File: src/hw/duckHuntPkg.sv
`default_nettype none

package duckHuntPkg;

	////////////////////////////////////////////////////////////
	// Vector types
	////////////////////////////////////////////////////////////
	typedef logic signed [10:0] coordT;	// Pixel position
	typedef logic [20:0] scoreT;
	typedef logic [7:0] roundT;	// Starts at 1
	typedef logic [1:0] colorT;
	typedef logic [2:0] directionT;
	typedef logic [3:0] duckCountT;

	localparam colorT ColorBlack = 2'd0;
	localparam colorT ColorPink = 2'd2;	// Highest valid colour

	localparam directionT DirNW = 3'd0;
	localparam directionT DirW = 3'd1;
	localparam directionT DirNE = 3'd2;
	localparam directionT DirE = 3'd3;
	localparam directionT DirSW = 3'd4;
	localparam directionT DirSE = 3'd5;

	////////////////////////////////////////////////////////////
	// Field geometry and motion
	////////////////////////////////////////////////////////////
	localparam coordT FieldMaxX = 11'sd576;
	localparam coordT FieldFloorY = 11'sd236;
	localparam coordT BounceInset = 11'sd20;
	localparam coordT LaunchY = 11'sd236;
	localparam coordT FallStep = 11'sd10;
	localparam coordT FallEndY = 11'sd300;

	localparam coordT StepLargeX = 11'sd15;
	localparam coordT StepSmallX = 11'sd12;
	localparam coordT StepLargeY = 11'sd10;
	localparam coordT StepSmallY = 11'sd2;

	// Frame counts
	localparam int FlyAwayFrames = 60;
	localparam int FlyAwayWarnFrames = 50;
	localparam int ShotsPerDuck = 3;
	localparam int DucksPerRound = 10;
	localparam int HitHoldFrames = 15;
	localparam int DogShowFrames = 15;	// Stands in for the dog show
	localparam int EndRoundFrames = 10;

	////////////////////////////////////////////////////////////
	// Scoring and round rules
	////////////////////////////////////////////////////////////
	localparam roundT ScoreTierRound [2] = '{8'd6, 8'd11};	// First round of tiers 1 and 2
	localparam scoreT PointTable [3][3] = '{
		'{21'd500, 21'd800, 21'd1000},	// Black
		'{21'd1500, 21'd2400, 21'd3000},	// Red
		'{21'd1000, 21'd1600, 21'd2000}	// Pink
	};

	localparam roundT KillBoundRound [4] = '{8'd11, 8'd13, 8'd15, 8'd20};
	localparam duckCountT KillsNeeded [5] = '{4'd6, 4'd7, 4'd8, 4'd9, 4'd10};

endpackage

`default_nettype wire

File: src/hw/flightIf.sv
`timescale 1ns/10ps
`default_nettype none

interface flightIf;
	logic Launch;	// One frame per new duck
	logic Fly;
	logic Fall;
	duckHuntPkg::coordT DuckX;
	duckHuntPkg::coordT DuckY;
	duckHuntPkg::colorT Color;
	logic Landed;

	modport sequencer (
		output Launch,
		output Fly,
		output Fall,
		input Color,
		input Landed
	);

	modport flight (
		input Launch,
		input Fly,
		input Fall,
		output DuckX,
		output DuckY,
		output Color,
		output Landed
	);
endinterface

`default_nettype wire

File: src/hw/scoreIf.sv
`timescale 1ns/10ps
`default_nettype none

interface scoreIf;
	logic Credit;	// One frame per kill
	duckHuntPkg::colorT Color;
	duckHuntPkg::roundT Round;
	logic ClearScore;
	logic CommitHigh;
	duckHuntPkg::scoreT Score;

	modport sequencer (
		output Credit,
		output Color,
		output Round,
		output ClearScore,
		output CommitHigh
	);

	modport keeper (
		input Credit,
		input Color,
		input Round,
		input ClearScore,
		input CommitHigh,
		output Score
	);
endinterface

`default_nettype wire

File: src/hw/duckFlight.sv
`timescale 1ns/10ps
`default_nettype none

module duckFlight (
	input wire ANIM_Clk,
	input wire Reset,
	input wire duckHuntPkg::colorT ColorRand,
	input wire duckHuntPkg::directionT DirectionRand,
	input wire [1:0] RepeatRand,
	input wire duckHuntPkg::coordT StartXRand,
	flightIf.flight FlightBus
);

	duckHuntPkg::coordT duckX;
	duckHuntPkg::coordT duckY;
	duckHuntPkg::colorT color;
	duckHuntPkg::directionT direction;
	duckHuntPkg::directionT newDirection;
	duckHuntPkg::directionT bounceDirection;
	duckHuntPkg::coordT stepX;
	duckHuntPkg::coordT stepY;
	logic [2:0] repeatCount;
	logic [2:0] repeatLimit;
	logic westward;
	logic rising;
	logic flat;
	logic hitX;
	logic hitY;

	function automatic duckHuntPkg::directionT mirrorX(input duckHuntPkg::directionT dir);
		case (dir)
			duckHuntPkg::DirNW: return duckHuntPkg::DirNE;
			duckHuntPkg::DirNE: return duckHuntPkg::DirNW;
			duckHuntPkg::DirW: return duckHuntPkg::DirE;
			duckHuntPkg::DirE: return duckHuntPkg::DirW;
			duckHuntPkg::DirSW: return duckHuntPkg::DirSE;
			default: return duckHuntPkg::DirSW;
		endcase
	endfunction

	function automatic duckHuntPkg::directionT mirrorY(input duckHuntPkg::directionT dir);
		case (dir)
			duckHuntPkg::DirNW: return duckHuntPkg::DirSW;
			duckHuntPkg::DirW: return duckHuntPkg::DirSW;
			duckHuntPkg::DirNE: return duckHuntPkg::DirSE;
			duckHuntPkg::DirE: return duckHuntPkg::DirSE;
			duckHuntPkg::DirSW: return duckHuntPkg::DirNW;
			default: return duckHuntPkg::DirNE;
		endcase
	endfunction

	// Codes 6 and 7 fold onto NW and W
	assign newDirection = (DirectionRand > duckHuntPkg::DirSE) ? DirectionRand - 3'd6
		: DirectionRand;

	////////////////////////////////////////////////////////////
	// Step table and edge detection
	////////////////////////////////////////////////////////////
	assign westward = direction inside {duckHuntPkg::DirNW, duckHuntPkg::DirW, duckHuntPkg::DirSW};
	assign rising = direction inside {duckHuntPkg::DirNW, duckHuntPkg::DirW,
		duckHuntPkg::DirNE, duckHuntPkg::DirE};
	assign flat = (direction == duckHuntPkg::DirW) || (direction == duckHuntPkg::DirE);

	always_comb
	begin
		stepX = flat ? duckHuntPkg::StepLargeX : duckHuntPkg::StepSmallX;
		stepY = flat ? duckHuntPkg::StepSmallY : duckHuntPkg::StepLargeY;
		if (westward)
			stepX = -stepX;
		if (rising)
			stepY = -stepY;	// Screen Y grows downward
	end

	assign hitX = westward ? (duckX <= 0) : (duckX >= duckHuntPkg::FieldMaxX);
	assign hitY = rising ? (duckY <= 0) : (duckY >= duckHuntPkg::FieldFloorY);

	always_comb
	begin
		bounceDirection = direction;
		if (hitX)
			bounceDirection = mirrorX(bounceDirection);
		if (hitY)
			bounceDirection = mirrorY(bounceDirection);	// Corners mirror both
	end

	always_ff @(posedge ANIM_Clk or posedge Reset)
	begin
		if (Reset)
		begin
			direction <= duckHuntPkg::DirNW;
			repeatCount <= '0;
			repeatLimit <= 3'd3;
		end
		else if (FlightBus.Launch)
		begin
			direction <= newDirection;
			repeatCount <= '0;
			repeatLimit <= {1'b0, RepeatRand} + 3'd3;
		end
		else if (FlightBus.Fly)
		begin
			if (hitX || hitY)
			begin
				direction <= bounceDirection;
				repeatCount <= '0;
			end
			else if (repeatCount == repeatLimit - 3'd1)
			begin
				direction <= newDirection;	// Random turn
				repeatCount <= '0;
				repeatLimit <= {1'b0, RepeatRand} + 3'd3;
			end
			else
				repeatCount <= repeatCount + 3'd1;
		end
	end

	always_ff @(posedge ANIM_Clk)
	begin
		if (FlightBus.Launch)
		begin
			color <= (ColorRand > duckHuntPkg::ColorPink) ? duckHuntPkg::ColorBlack : ColorRand;
			duckX <= StartXRand;
			duckY <= duckHuntPkg::LaunchY;
		end
		else if (FlightBus.Fly)
		begin
			if (hitX || hitY)
			begin
				if (hitX)
					duckX <= westward ? duckHuntPkg::BounceInset
						: duckHuntPkg::FieldMaxX - duckHuntPkg::BounceInset;
				if (hitY)
					duckY <= rising ? duckHuntPkg::BounceInset
						: duckHuntPkg::FieldFloorY - duckHuntPkg::BounceInset;
			end
			else
			begin
				duckX <= duckX + stepX;
				duckY <= duckY + stepY;
			end
		end
		else if (FlightBus.Fall)
			duckY <= duckY + duckHuntPkg::FallStep;
	end

	assign FlightBus.DuckX = duckX;
	assign FlightBus.DuckY = duckY;
	assign FlightBus.Color = color;
	assign FlightBus.Landed = (duckY > duckHuntPkg::FallEndY);

endmodule

`default_nettype wire

File: src/hw/duckHuntTop.sv
`timescale 1ns/10ps
`default_nettype none

module duckHuntTop (
	input wire ANIM_Clk,
	input wire Reset,
	input wire StartGame,
	input wire ShotValid,
	input wire ShotHit,
	input wire duckHuntPkg::colorT ColorRand,
	input wire duckHuntPkg::directionT DirectionRand,
	input wire [1:0] RepeatRand,
	input wire duckHuntPkg::coordT StartXRand,
	output logic ShotReady,
	output duckHuntPkg::coordT DuckX,
	output duckHuntPkg::coordT DuckY,
	output duckHuntPkg::colorT DuckColor,
	output logic DuckActive,
	output logic FlyAway,
	output duckHuntPkg::scoreT Score,
	output duckHuntPkg::scoreT HighScore,
	output duckHuntPkg::roundT RoundNumber,
	output duckHuntPkg::duckCountT DuckNumber,
	output duckHuntPkg::duckCountT KillCount,
	output logic GameOver
);

	flightIf flightBus();
	scoreIf scoreBus();

	gameSequencer sequencer_inst (
		.ANIM_Clk(ANIM_Clk),
		.Reset(Reset),
		.StartGame(StartGame),
		.ShotValid(ShotValid),
		.ShotHit(ShotHit),
		.ShotReady(ShotReady),
		.FlightBus(flightBus.sequencer),
		.ScoreBus(scoreBus.sequencer),
		.DuckActive(DuckActive),
		.FlyAway(FlyAway),
		.RoundNumber(RoundNumber),
		.DuckNumber(DuckNumber),
		.KillCount(KillCount),
		.GameOver(GameOver)
	);

	duckFlight flight_inst (
		.ANIM_Clk(ANIM_Clk),
		.Reset(Reset),
		.ColorRand(ColorRand),
		.DirectionRand(DirectionRand),
		.RepeatRand(RepeatRand),
		.StartXRand(StartXRand),
		.FlightBus(flightBus.flight)
	);

	scoreKeeper keeper_inst (
		.ANIM_Clk(ANIM_Clk),
		.Reset(Reset),
		.ScoreBus(scoreBus.keeper),
		.HighScore(HighScore)
	);

	assign DuckX = flightBus.DuckX;
	assign DuckY = flightBus.DuckY;
	assign DuckColor = flightBus.Color;
	assign Score = scoreBus.Score;

endmodule

`default_nettype wire

File: src/hw/gameSequencer.sv
`timescale 1ns/10ps
`default_nettype none

module gameSequencer (
	input wire ANIM_Clk,
	input wire Reset,
	input wire StartGame,
	input wire ShotValid,
	input wire ShotHit,
	output logic ShotReady,
	flightIf.sequencer FlightBus,
	scoreIf.sequencer ScoreBus,
	output logic DuckActive,
	output logic FlyAway,
	output duckHuntPkg::roundT RoundNumber,
	output duckHuntPkg::duckCountT DuckNumber,
	output duckHuntPkg::duckCountT KillCount,
	output logic GameOver
);

	typedef enum logic [3:0] {
		MainMenu,
		Launch,
		Flying,
		HitHold,
		Falling,
		DogShow,
		EndRound,
		GameOverWait,
		NewRound
	} stateT;

	stateT state;
	stateT nextState;
	logic [4:0] pauseCount;	// Shared by all timed states
	logic [5:0] flyTimer;
	logic [1:0] shotCount;	// Misses of the current duck
	logic shotAccept;
	logic creditPulse;
	logic clearPulse;
	logic commitPulse;

	function automatic duckHuntPkg::duckCountT killsNeeded(input duckHuntPkg::roundT round);
		duckHuntPkg::duckCountT needed;
		needed = duckHuntPkg::KillsNeeded[0];
		for (int i = 0; i < 4; i++)
		begin
			if (round >= duckHuntPkg::KillBoundRound[i])
				needed = duckHuntPkg::KillsNeeded[i + 1];
		end
		return needed;
	endfunction

	assign ShotReady = (state == Flying) && (shotCount < 2'(duckHuntPkg::ShotsPerDuck));
	assign shotAccept = ShotValid && ShotReady;
	assign DuckActive = (state == Flying);
	assign FlyAway = (state == Flying) && (flyTimer >= 6'(duckHuntPkg::FlyAwayWarnFrames));

	assign FlightBus.Launch = (state == Launch);
	assign FlightBus.Fly = (state == Flying);
	assign FlightBus.Fall = (state == Falling);

	assign ScoreBus.Credit = creditPulse;
	assign ScoreBus.Color = FlightBus.Color;
	assign ScoreBus.Round = RoundNumber;
	assign ScoreBus.ClearScore = clearPulse;
	assign ScoreBus.CommitHigh = commitPulse;

	////////////////////////////////////////////////////////////
	// Round flow
	////////////////////////////////////////////////////////////
	always_comb
	begin
		nextState = state;
		case (state)
			MainMenu:
				if (StartGame)
					nextState = Launch;
			Launch:
				nextState = Flying;
			Flying:
				if (shotAccept && ShotHit)
					nextState = HitHold;
				else if (shotAccept && (shotCount == 2'(duckHuntPkg::ShotsPerDuck - 1)))
					nextState = DogShow;	// Out of shots
				else if (flyTimer == 6'(duckHuntPkg::FlyAwayFrames - 1))
					nextState = DogShow;
			HitHold:
				if (pauseCount == 5'(duckHuntPkg::HitHoldFrames - 1))
					nextState = Falling;
			Falling:
				if (FlightBus.Landed)
					nextState = DogShow;
			DogShow:
				if (pauseCount == 5'(duckHuntPkg::DogShowFrames - 1))
				begin
					if (DuckNumber == duckHuntPkg::duckCountT'(duckHuntPkg::DucksPerRound))
						nextState = EndRound;
					else
						nextState = Launch;
				end
			EndRound:
				if (pauseCount == 5'(duckHuntPkg::EndRoundFrames - 1))
				begin
					if (KillCount < killsNeeded(RoundNumber))
						nextState = GameOverWait;
					else
						nextState = NewRound;
				end
			GameOverWait:
				if (pauseCount == 5'(duckHuntPkg::EndRoundFrames - 1))
					nextState = MainMenu;
			NewRound:
				nextState = Launch;
			default:
				nextState = MainMenu;
		endcase
	end

	always_ff @(posedge ANIM_Clk or posedge Reset)
	begin
		if (Reset)
		begin
			state <= MainMenu;
			pauseCount <= '0;
			flyTimer <= '0;
			shotCount <= '0;
			RoundNumber <= 8'd1;
			DuckNumber <= '0;
			KillCount <= '0;
			GameOver <= 1'b0;
			creditPulse <= 1'b0;
			clearPulse <= 1'b0;
			commitPulse <= 1'b0;
		end
		else
		begin
			state <= nextState;
			if (nextState != state)
				pauseCount <= '0;
			else
				pauseCount <= pauseCount + 5'd1;

			creditPulse <= shotAccept && ShotHit;
			clearPulse <= (state == MainMenu) && StartGame;
			commitPulse <= (nextState != state)
				&& ((nextState == EndRound) || (nextState == GameOverWait));

			case (state)
				MainMenu:
					if (StartGame)
					begin
						RoundNumber <= 8'd1;
						DuckNumber <= '0;
						KillCount <= '0;
						GameOver <= 1'b0;
					end
				Launch:
				begin
					flyTimer <= '0;
					shotCount <= '0;
					DuckNumber <= DuckNumber + 4'd1;
				end
				Flying:
				begin
					flyTimer <= flyTimer + 6'd1;
					if (shotAccept)
					begin
						if (ShotHit)
							KillCount <= KillCount + 4'd1;
						else
							shotCount <= shotCount + 2'd1;
					end
				end
				EndRound:
					if (nextState == GameOverWait)
						GameOver <= 1'b1;	// Held until the next start
				NewRound:
				begin
					RoundNumber <= RoundNumber + 8'd1;
					DuckNumber <= '0;
					KillCount <= '0;
				end
				default: ;
			endcase
		end
	end

endmodule

`default_nettype wire

File: src/hw/scoreKeeper.sv
`timescale 1ns/10ps
`default_nettype none

module scoreKeeper (
	input wire ANIM_Clk,
	input wire Reset,
	scoreIf.keeper ScoreBus,
	output duckHuntPkg::scoreT HighScore
);

	duckHuntPkg::scoreT score;
	duckHuntPkg::scoreT points;
	duckHuntPkg::colorT colorIndex;
	logic [1:0] tier;

	// Points lookup
	always_comb
	begin
		colorIndex = (ScoreBus.Color > duckHuntPkg::ColorPink) ? duckHuntPkg::ColorBlack
			: ScoreBus.Color;
		if (ScoreBus.Round < duckHuntPkg::ScoreTierRound[0])
			tier = 2'd0;
		else if (ScoreBus.Round < duckHuntPkg::ScoreTierRound[1])
			tier = 2'd1;	// Rounds 6 to 10
		else
			tier = 2'd2;
		points = duckHuntPkg::PointTable[colorIndex][tier];
	end

	always_ff @(posedge ANIM_Clk or posedge Reset)
	begin
		if (Reset)
		begin
			score <= '0;
			HighScore <= '0;
		end
		else
		begin
			if (ScoreBus.ClearScore)
				score <= '0;
			else if (ScoreBus.Credit)
				score <= score + points;

			// High score survives a new game
			if (ScoreBus.CommitHigh && (score > HighScore))
				HighScore <= score;
		end
	end

	assign ScoreBus.Score = score;

endmodule

`default_nettype wire

File: config.mk
export PLATFORM = sky130hd
export DESIGN_NAME = duckHuntTop
export DESIGN_NICKNAME = d
export VERILOG_FILES = /design/src/hw/duckHuntPkg.sv /design/src/hw/flightIf.sv /design/src/hw/scoreIf.sv /design/src/hw/duckFlight.sv /design/src/hw/duckHuntTop.sv /design/src/hw/gameSequencer.sv /design/src/hw/scoreKeeper.sv
export SDC_FILE = /design/constraint.sdc
export NUM_CORES = 1
export LEC_CHECK = 0
export BUFFER_PORTS_ARGS = -buffer_cell sky130_fd_sc_hd__clkbuf_2
export CORE_UTILIZATION = 40
export DETAILED_ROUTE_END_ITERATION = 16
export PLACE_DENSITY = 0.61
export SYNTH_ARGS = -nofsm -noshare
export SYNTH_HDL_FRONTEND = slang
export SYNTH_HIERARCHICAL = 1
export SYNTH_SLANG_ARGS = --single-unit
File: constraint.sdc
create_clock -name ANIM_Clk -period 3.2 [get_ports ANIM_Clk]
set_clock_uncertainty 0.05 [all_clocks]
set_input_delay 0.32 -clock ANIM_Clk [delete_from_list [all_inputs] [get_ports ANIM_Clk]]
set_output_delay 0.32 -clock ANIM_Clk [all_outputs]
set_load 0.05 [all_outputs]
==> key figures <==
Run status
  • Status: finished, final reports clean

Synthesis
  • Yosys warning count: 6
  • Post-synth EDFFs: 13
  • Syn_area_per_cell: 9.22 um2
  • Cell with the most instances after synthesis: dfrtp_1
  • Synthesized cell area: 8360 um2
  • Synth Area in Compound Gates: 19.8%
  • Synth top area share: 25.4%
  • Register area share after synthesis: 33.4%
  • Distinct cells, synth: 98
  • Asr flop ratio synth: 79.3%
  • Area contributors post-synth: dfrtp_1, ha_1, edfxtp_1
  • Mux cell area share after synthesis: 6.57%
  • Simple logic cell fraction of the synthesized area: 18.6%
  • Synth top cells by count: dfrtp_1, nor2_1, ha_1
  • Post-synth top area cell: dfrtp_1
  • Largest family of logic cells by synthesized area: compound AO/OA/AOI/OAI gates
  • Adder-Cell Fraction of Synth Area: 11.6%
  • Post-synthesis xor/xnor area fraction: 3.77%
  • Ys flop type: dfrtp_1
  • Yosys reg bits: 111
  • Synthesized instance count: 907
  • Syn nets: 1,006

Power
  • Clock power frac: 10.9%
  • Static leakage: 4.47 nW
  • Worst-case vdd ir drop: 626 uV
  • Pwr/cell area: 1100 nW/um2
  • Internal power: 0.00510 W
  • P_sw: 0.00553 W
  • Reg power frac: 24.0%
  • Combinational share of power: 65.1%
  • Net Sw Frac: 52.0%

Timing
  • Headroom to the max-slew limit: 38.1%
  • Slew Limit Fails: 0
  • Worst-Margin Slew: 0.927 ns
  • Fin. Hold Viols: 0
  • Tmin final: 3.14 ns
  • Fin crit share: 98.0%
  • Setup TNS: 0 ns
  • RSZ-0062 raised after global routing: true
  • Highest clock rate: 319 MHz
  • Final Setup Violations: 0

GRT
  • Largest net degree at the start of global routing: 35
  • GRT overflow: 0
  • Antenna violations before repair: 0
  • First-pass GRT wire length: 35.5 mm
  • Vias in the first global route: 6,830
  • Total GRT Usage: 20.4%

Clock tree
  • Reg clk slew, reported paths: 0.08 ns
  • Deepest clock path buffer count: 2
  • H-tree lvl count: 3
  • Clock Latency Late Sink: 0.37 ns
  • CTS tree: built
  • Sink Count: 111
  • Root Driver: clkbuf_16
  • CTS buffer count: 9

Final layout
  • Ant. Diodes: 0
  • Fin area: 9670 um2
  • Area growth syn-to-layout: 15.7%
  • Fraction of layout cells with a size suffix above 1: 24.3%
  • Area of the multi-input gates: 5140 um2
  • Area occupied by registers: 2800 um2
  • Fill cell total of the finished layout: 1,972
  • Post-Layout Cell Count: 1,298
  • Final #Nets: 1,122
  • Final Core Density: 47.5%

Route
  • Post-Route WL: 21.0 mm
  • Residual DRC: 0
  • Vias per std cell: 5.52
  • Routed vias: 7,166
  • Avg WL per Cell: 16.2 um
  • Antenna-violating nets left: 0
  • Drt pass-1 iters: 5
  • First DRT Iteration DRCs: 432

Placement
  • Placer congestion estimate: 0.842
  • Cells after DPL: 1,277
  • Final HPWL from detailed placement: 15.9 mm
  • DP Area: 9310 um2
  • Port Buffers: 107

Hold path
  • Hold Path Depth: 2
  • Worst Hold Class: primary input to flip-flop
  • Min-delay src: RepeatRand[0]
  • Hold EP: flight_inst/repeatLimit[0]

Die
  • Die ar.: 21,500 um2
  • I/O pin count: 109
  • Core region area: 20,400 um2
  • Row count: 52
  • Effective utilization at floorplan: 41.1%
  • Die Width: 147 um
  • Die H: 147 um

Setup path
  • Reg2Reg Launch Point: sequencer_inst/RoundNumber[7]
  • Worst Setup Path Type: flip-flop to flip-flop
  • Req. time, crit path: 3.41 ns
  • Setup crit end kind: flip-flop
  • Crit path DAT: 3.34 ns
  • CP max FO: 6
  • Crit path launch type: flip-flop
  • Worst reg-to-reg path cell count: 9
  • Worst R2R End: keeper_inst/ScoreBus.Score[20]
  • Setup crit start: sequencer_inst/RoundNumber[7]
  • R2R Setup Slk: 0.06 ns

Flow run
  • # Max-Cap Violations: 0
cell families (layout without fill, tap and decap cells):
| logic type | Yosys count | in the layout |
|---|---|---|
| and+or+nand+nor | 297 | 297 |
| AOI/OAI and AO/OA | 234 | 234 |
| DFF | 111 | 111 |
| buffers and inverters | 108 | 229 |
| adders and majority gates | 76 | 76 |
| muxes | 44 | 44 |
| xor gates and xnor gates | 36 | 36 |
| other | 1 | 1 |
what timing repair did:
item / in CTS / in global routing
endpoints found under the hold margin: 24 / 0
pin swaps: 3 / 6
buffers inserted: 1 / 3
hold buffers: 1 / 0
endpoints found under the setup margin: 2 / 11
gates resized for setup: 1 / 5
how the worst max path moves through the flow:
stage	endpoint	slack [ns]	cells after the start
2_1_floorplan	keeper_inst/ScoreBus.Score[14]	-0.14	11
3_3_place_gp	keeper_inst/ScoreBus.Score[20]	0.04	10
6_report	keeper_inst/ScoreBus.Score[20]	0.06	9
5_1_grt	keeper_inst/ScoreBus.Score[20]	-0.1	10
3_5_place_dp	keeper_inst/ScoreBus.Score[20]	0.009	10
4_1_cts	keeper_inst/ScoreBus.Score[20]	0.009	9
final cells by class:
type	count	area share [%]
Inverter	63	2.44
Clock inverter	7	0.660
Timing Repair Buffer	150	9.03
Sequential cell	111	29.0
Tap cell	270	3.49
Multi-Input combinational cell	688	53.1
Clock buffer	9	2.33
metal layers:
layer | global-route usage [%] | up-vias | part of all wire [%]
met5 | 0 | - | 0
met4 | 6.35 | 0 | 1.4
met3 | 2.66 | 19 | 3.5
met2 | 33.0 | 152 | 46
met1 | 28.4 | 3460 | 49
li1 | - | 3535 | -
critical path, cell delays in order (launching register included):
cell and delay [ns]:
dfrtp_2 0.41, or4_4 0.54, nand2b_4 0.19, mux2_2 0.31, ha_4 0.31, and4_4 0.22, and2_2 0.16, o211ai_1 0.19
a311oi_1 0.30, mux2_2 0.36
flip-flops by register name, indices dropped and copies added (netlist names), 5 cells and up:
register	flops
flight_inst/FlightBus.DuckX	11
keeper_inst/ScoreBus.Score	21
sequencer_inst/pauseCount	5
keeper_inst/HighScore	21
sequencer_inst/RoundNumber	8
sequencer_inst/flyTimer	6
flight_inst/FlightBus.DuckY	10
placed cells by master, fill, tap and decap left out, types with 11 or more instances in the layout:
master      n
a211oi_1   11
dfrtp_1    81
xor2_1     18
o21ai_0    39
ha_1       71
a31oi_1    11
xnor2_1    18
a21o_1     15
nor2_1     77
edfxtp_1   13
mux2i_1    11
inv_1      56
nand2_1    61
nand3_1    31
mux2_4     18
mux2_2     13
nor3_1     30
clkbuf_2  107
buf_4      41
nor2b_1    17
nand4_1    11
a21oi_1    53
stage by stage:
stage	power [W]	setup slack (ns)	hold slack, ns
after global placement	0.00936	0.0377	0.262
after CTS	0.0107	0.00886	0.0619
final	0.0106	0.0628	0.0687
after detailed placement	0.00944	0.00929	0.266
after floorplan	0.00787	-0.144	0.0965
after global routing	0.0116	-0.0989	0.0701
power by group through the flow:
stage,Combinational (W),Clock [W],Sequential [W]
2_1_floorplan,0.00460,0,0.00327
3_3_place_gp,0.00678,0,0.00258
3_5_place_dp,0.00686,0,0.00258
4_1_cts,0.00690,0.00120,0.00255
5_1_grt,0.00768,0.00124,0.00263
6_report,0.00692,0.00116,0.00255
No activity file was read; power rests on OpenSTA's default activity.
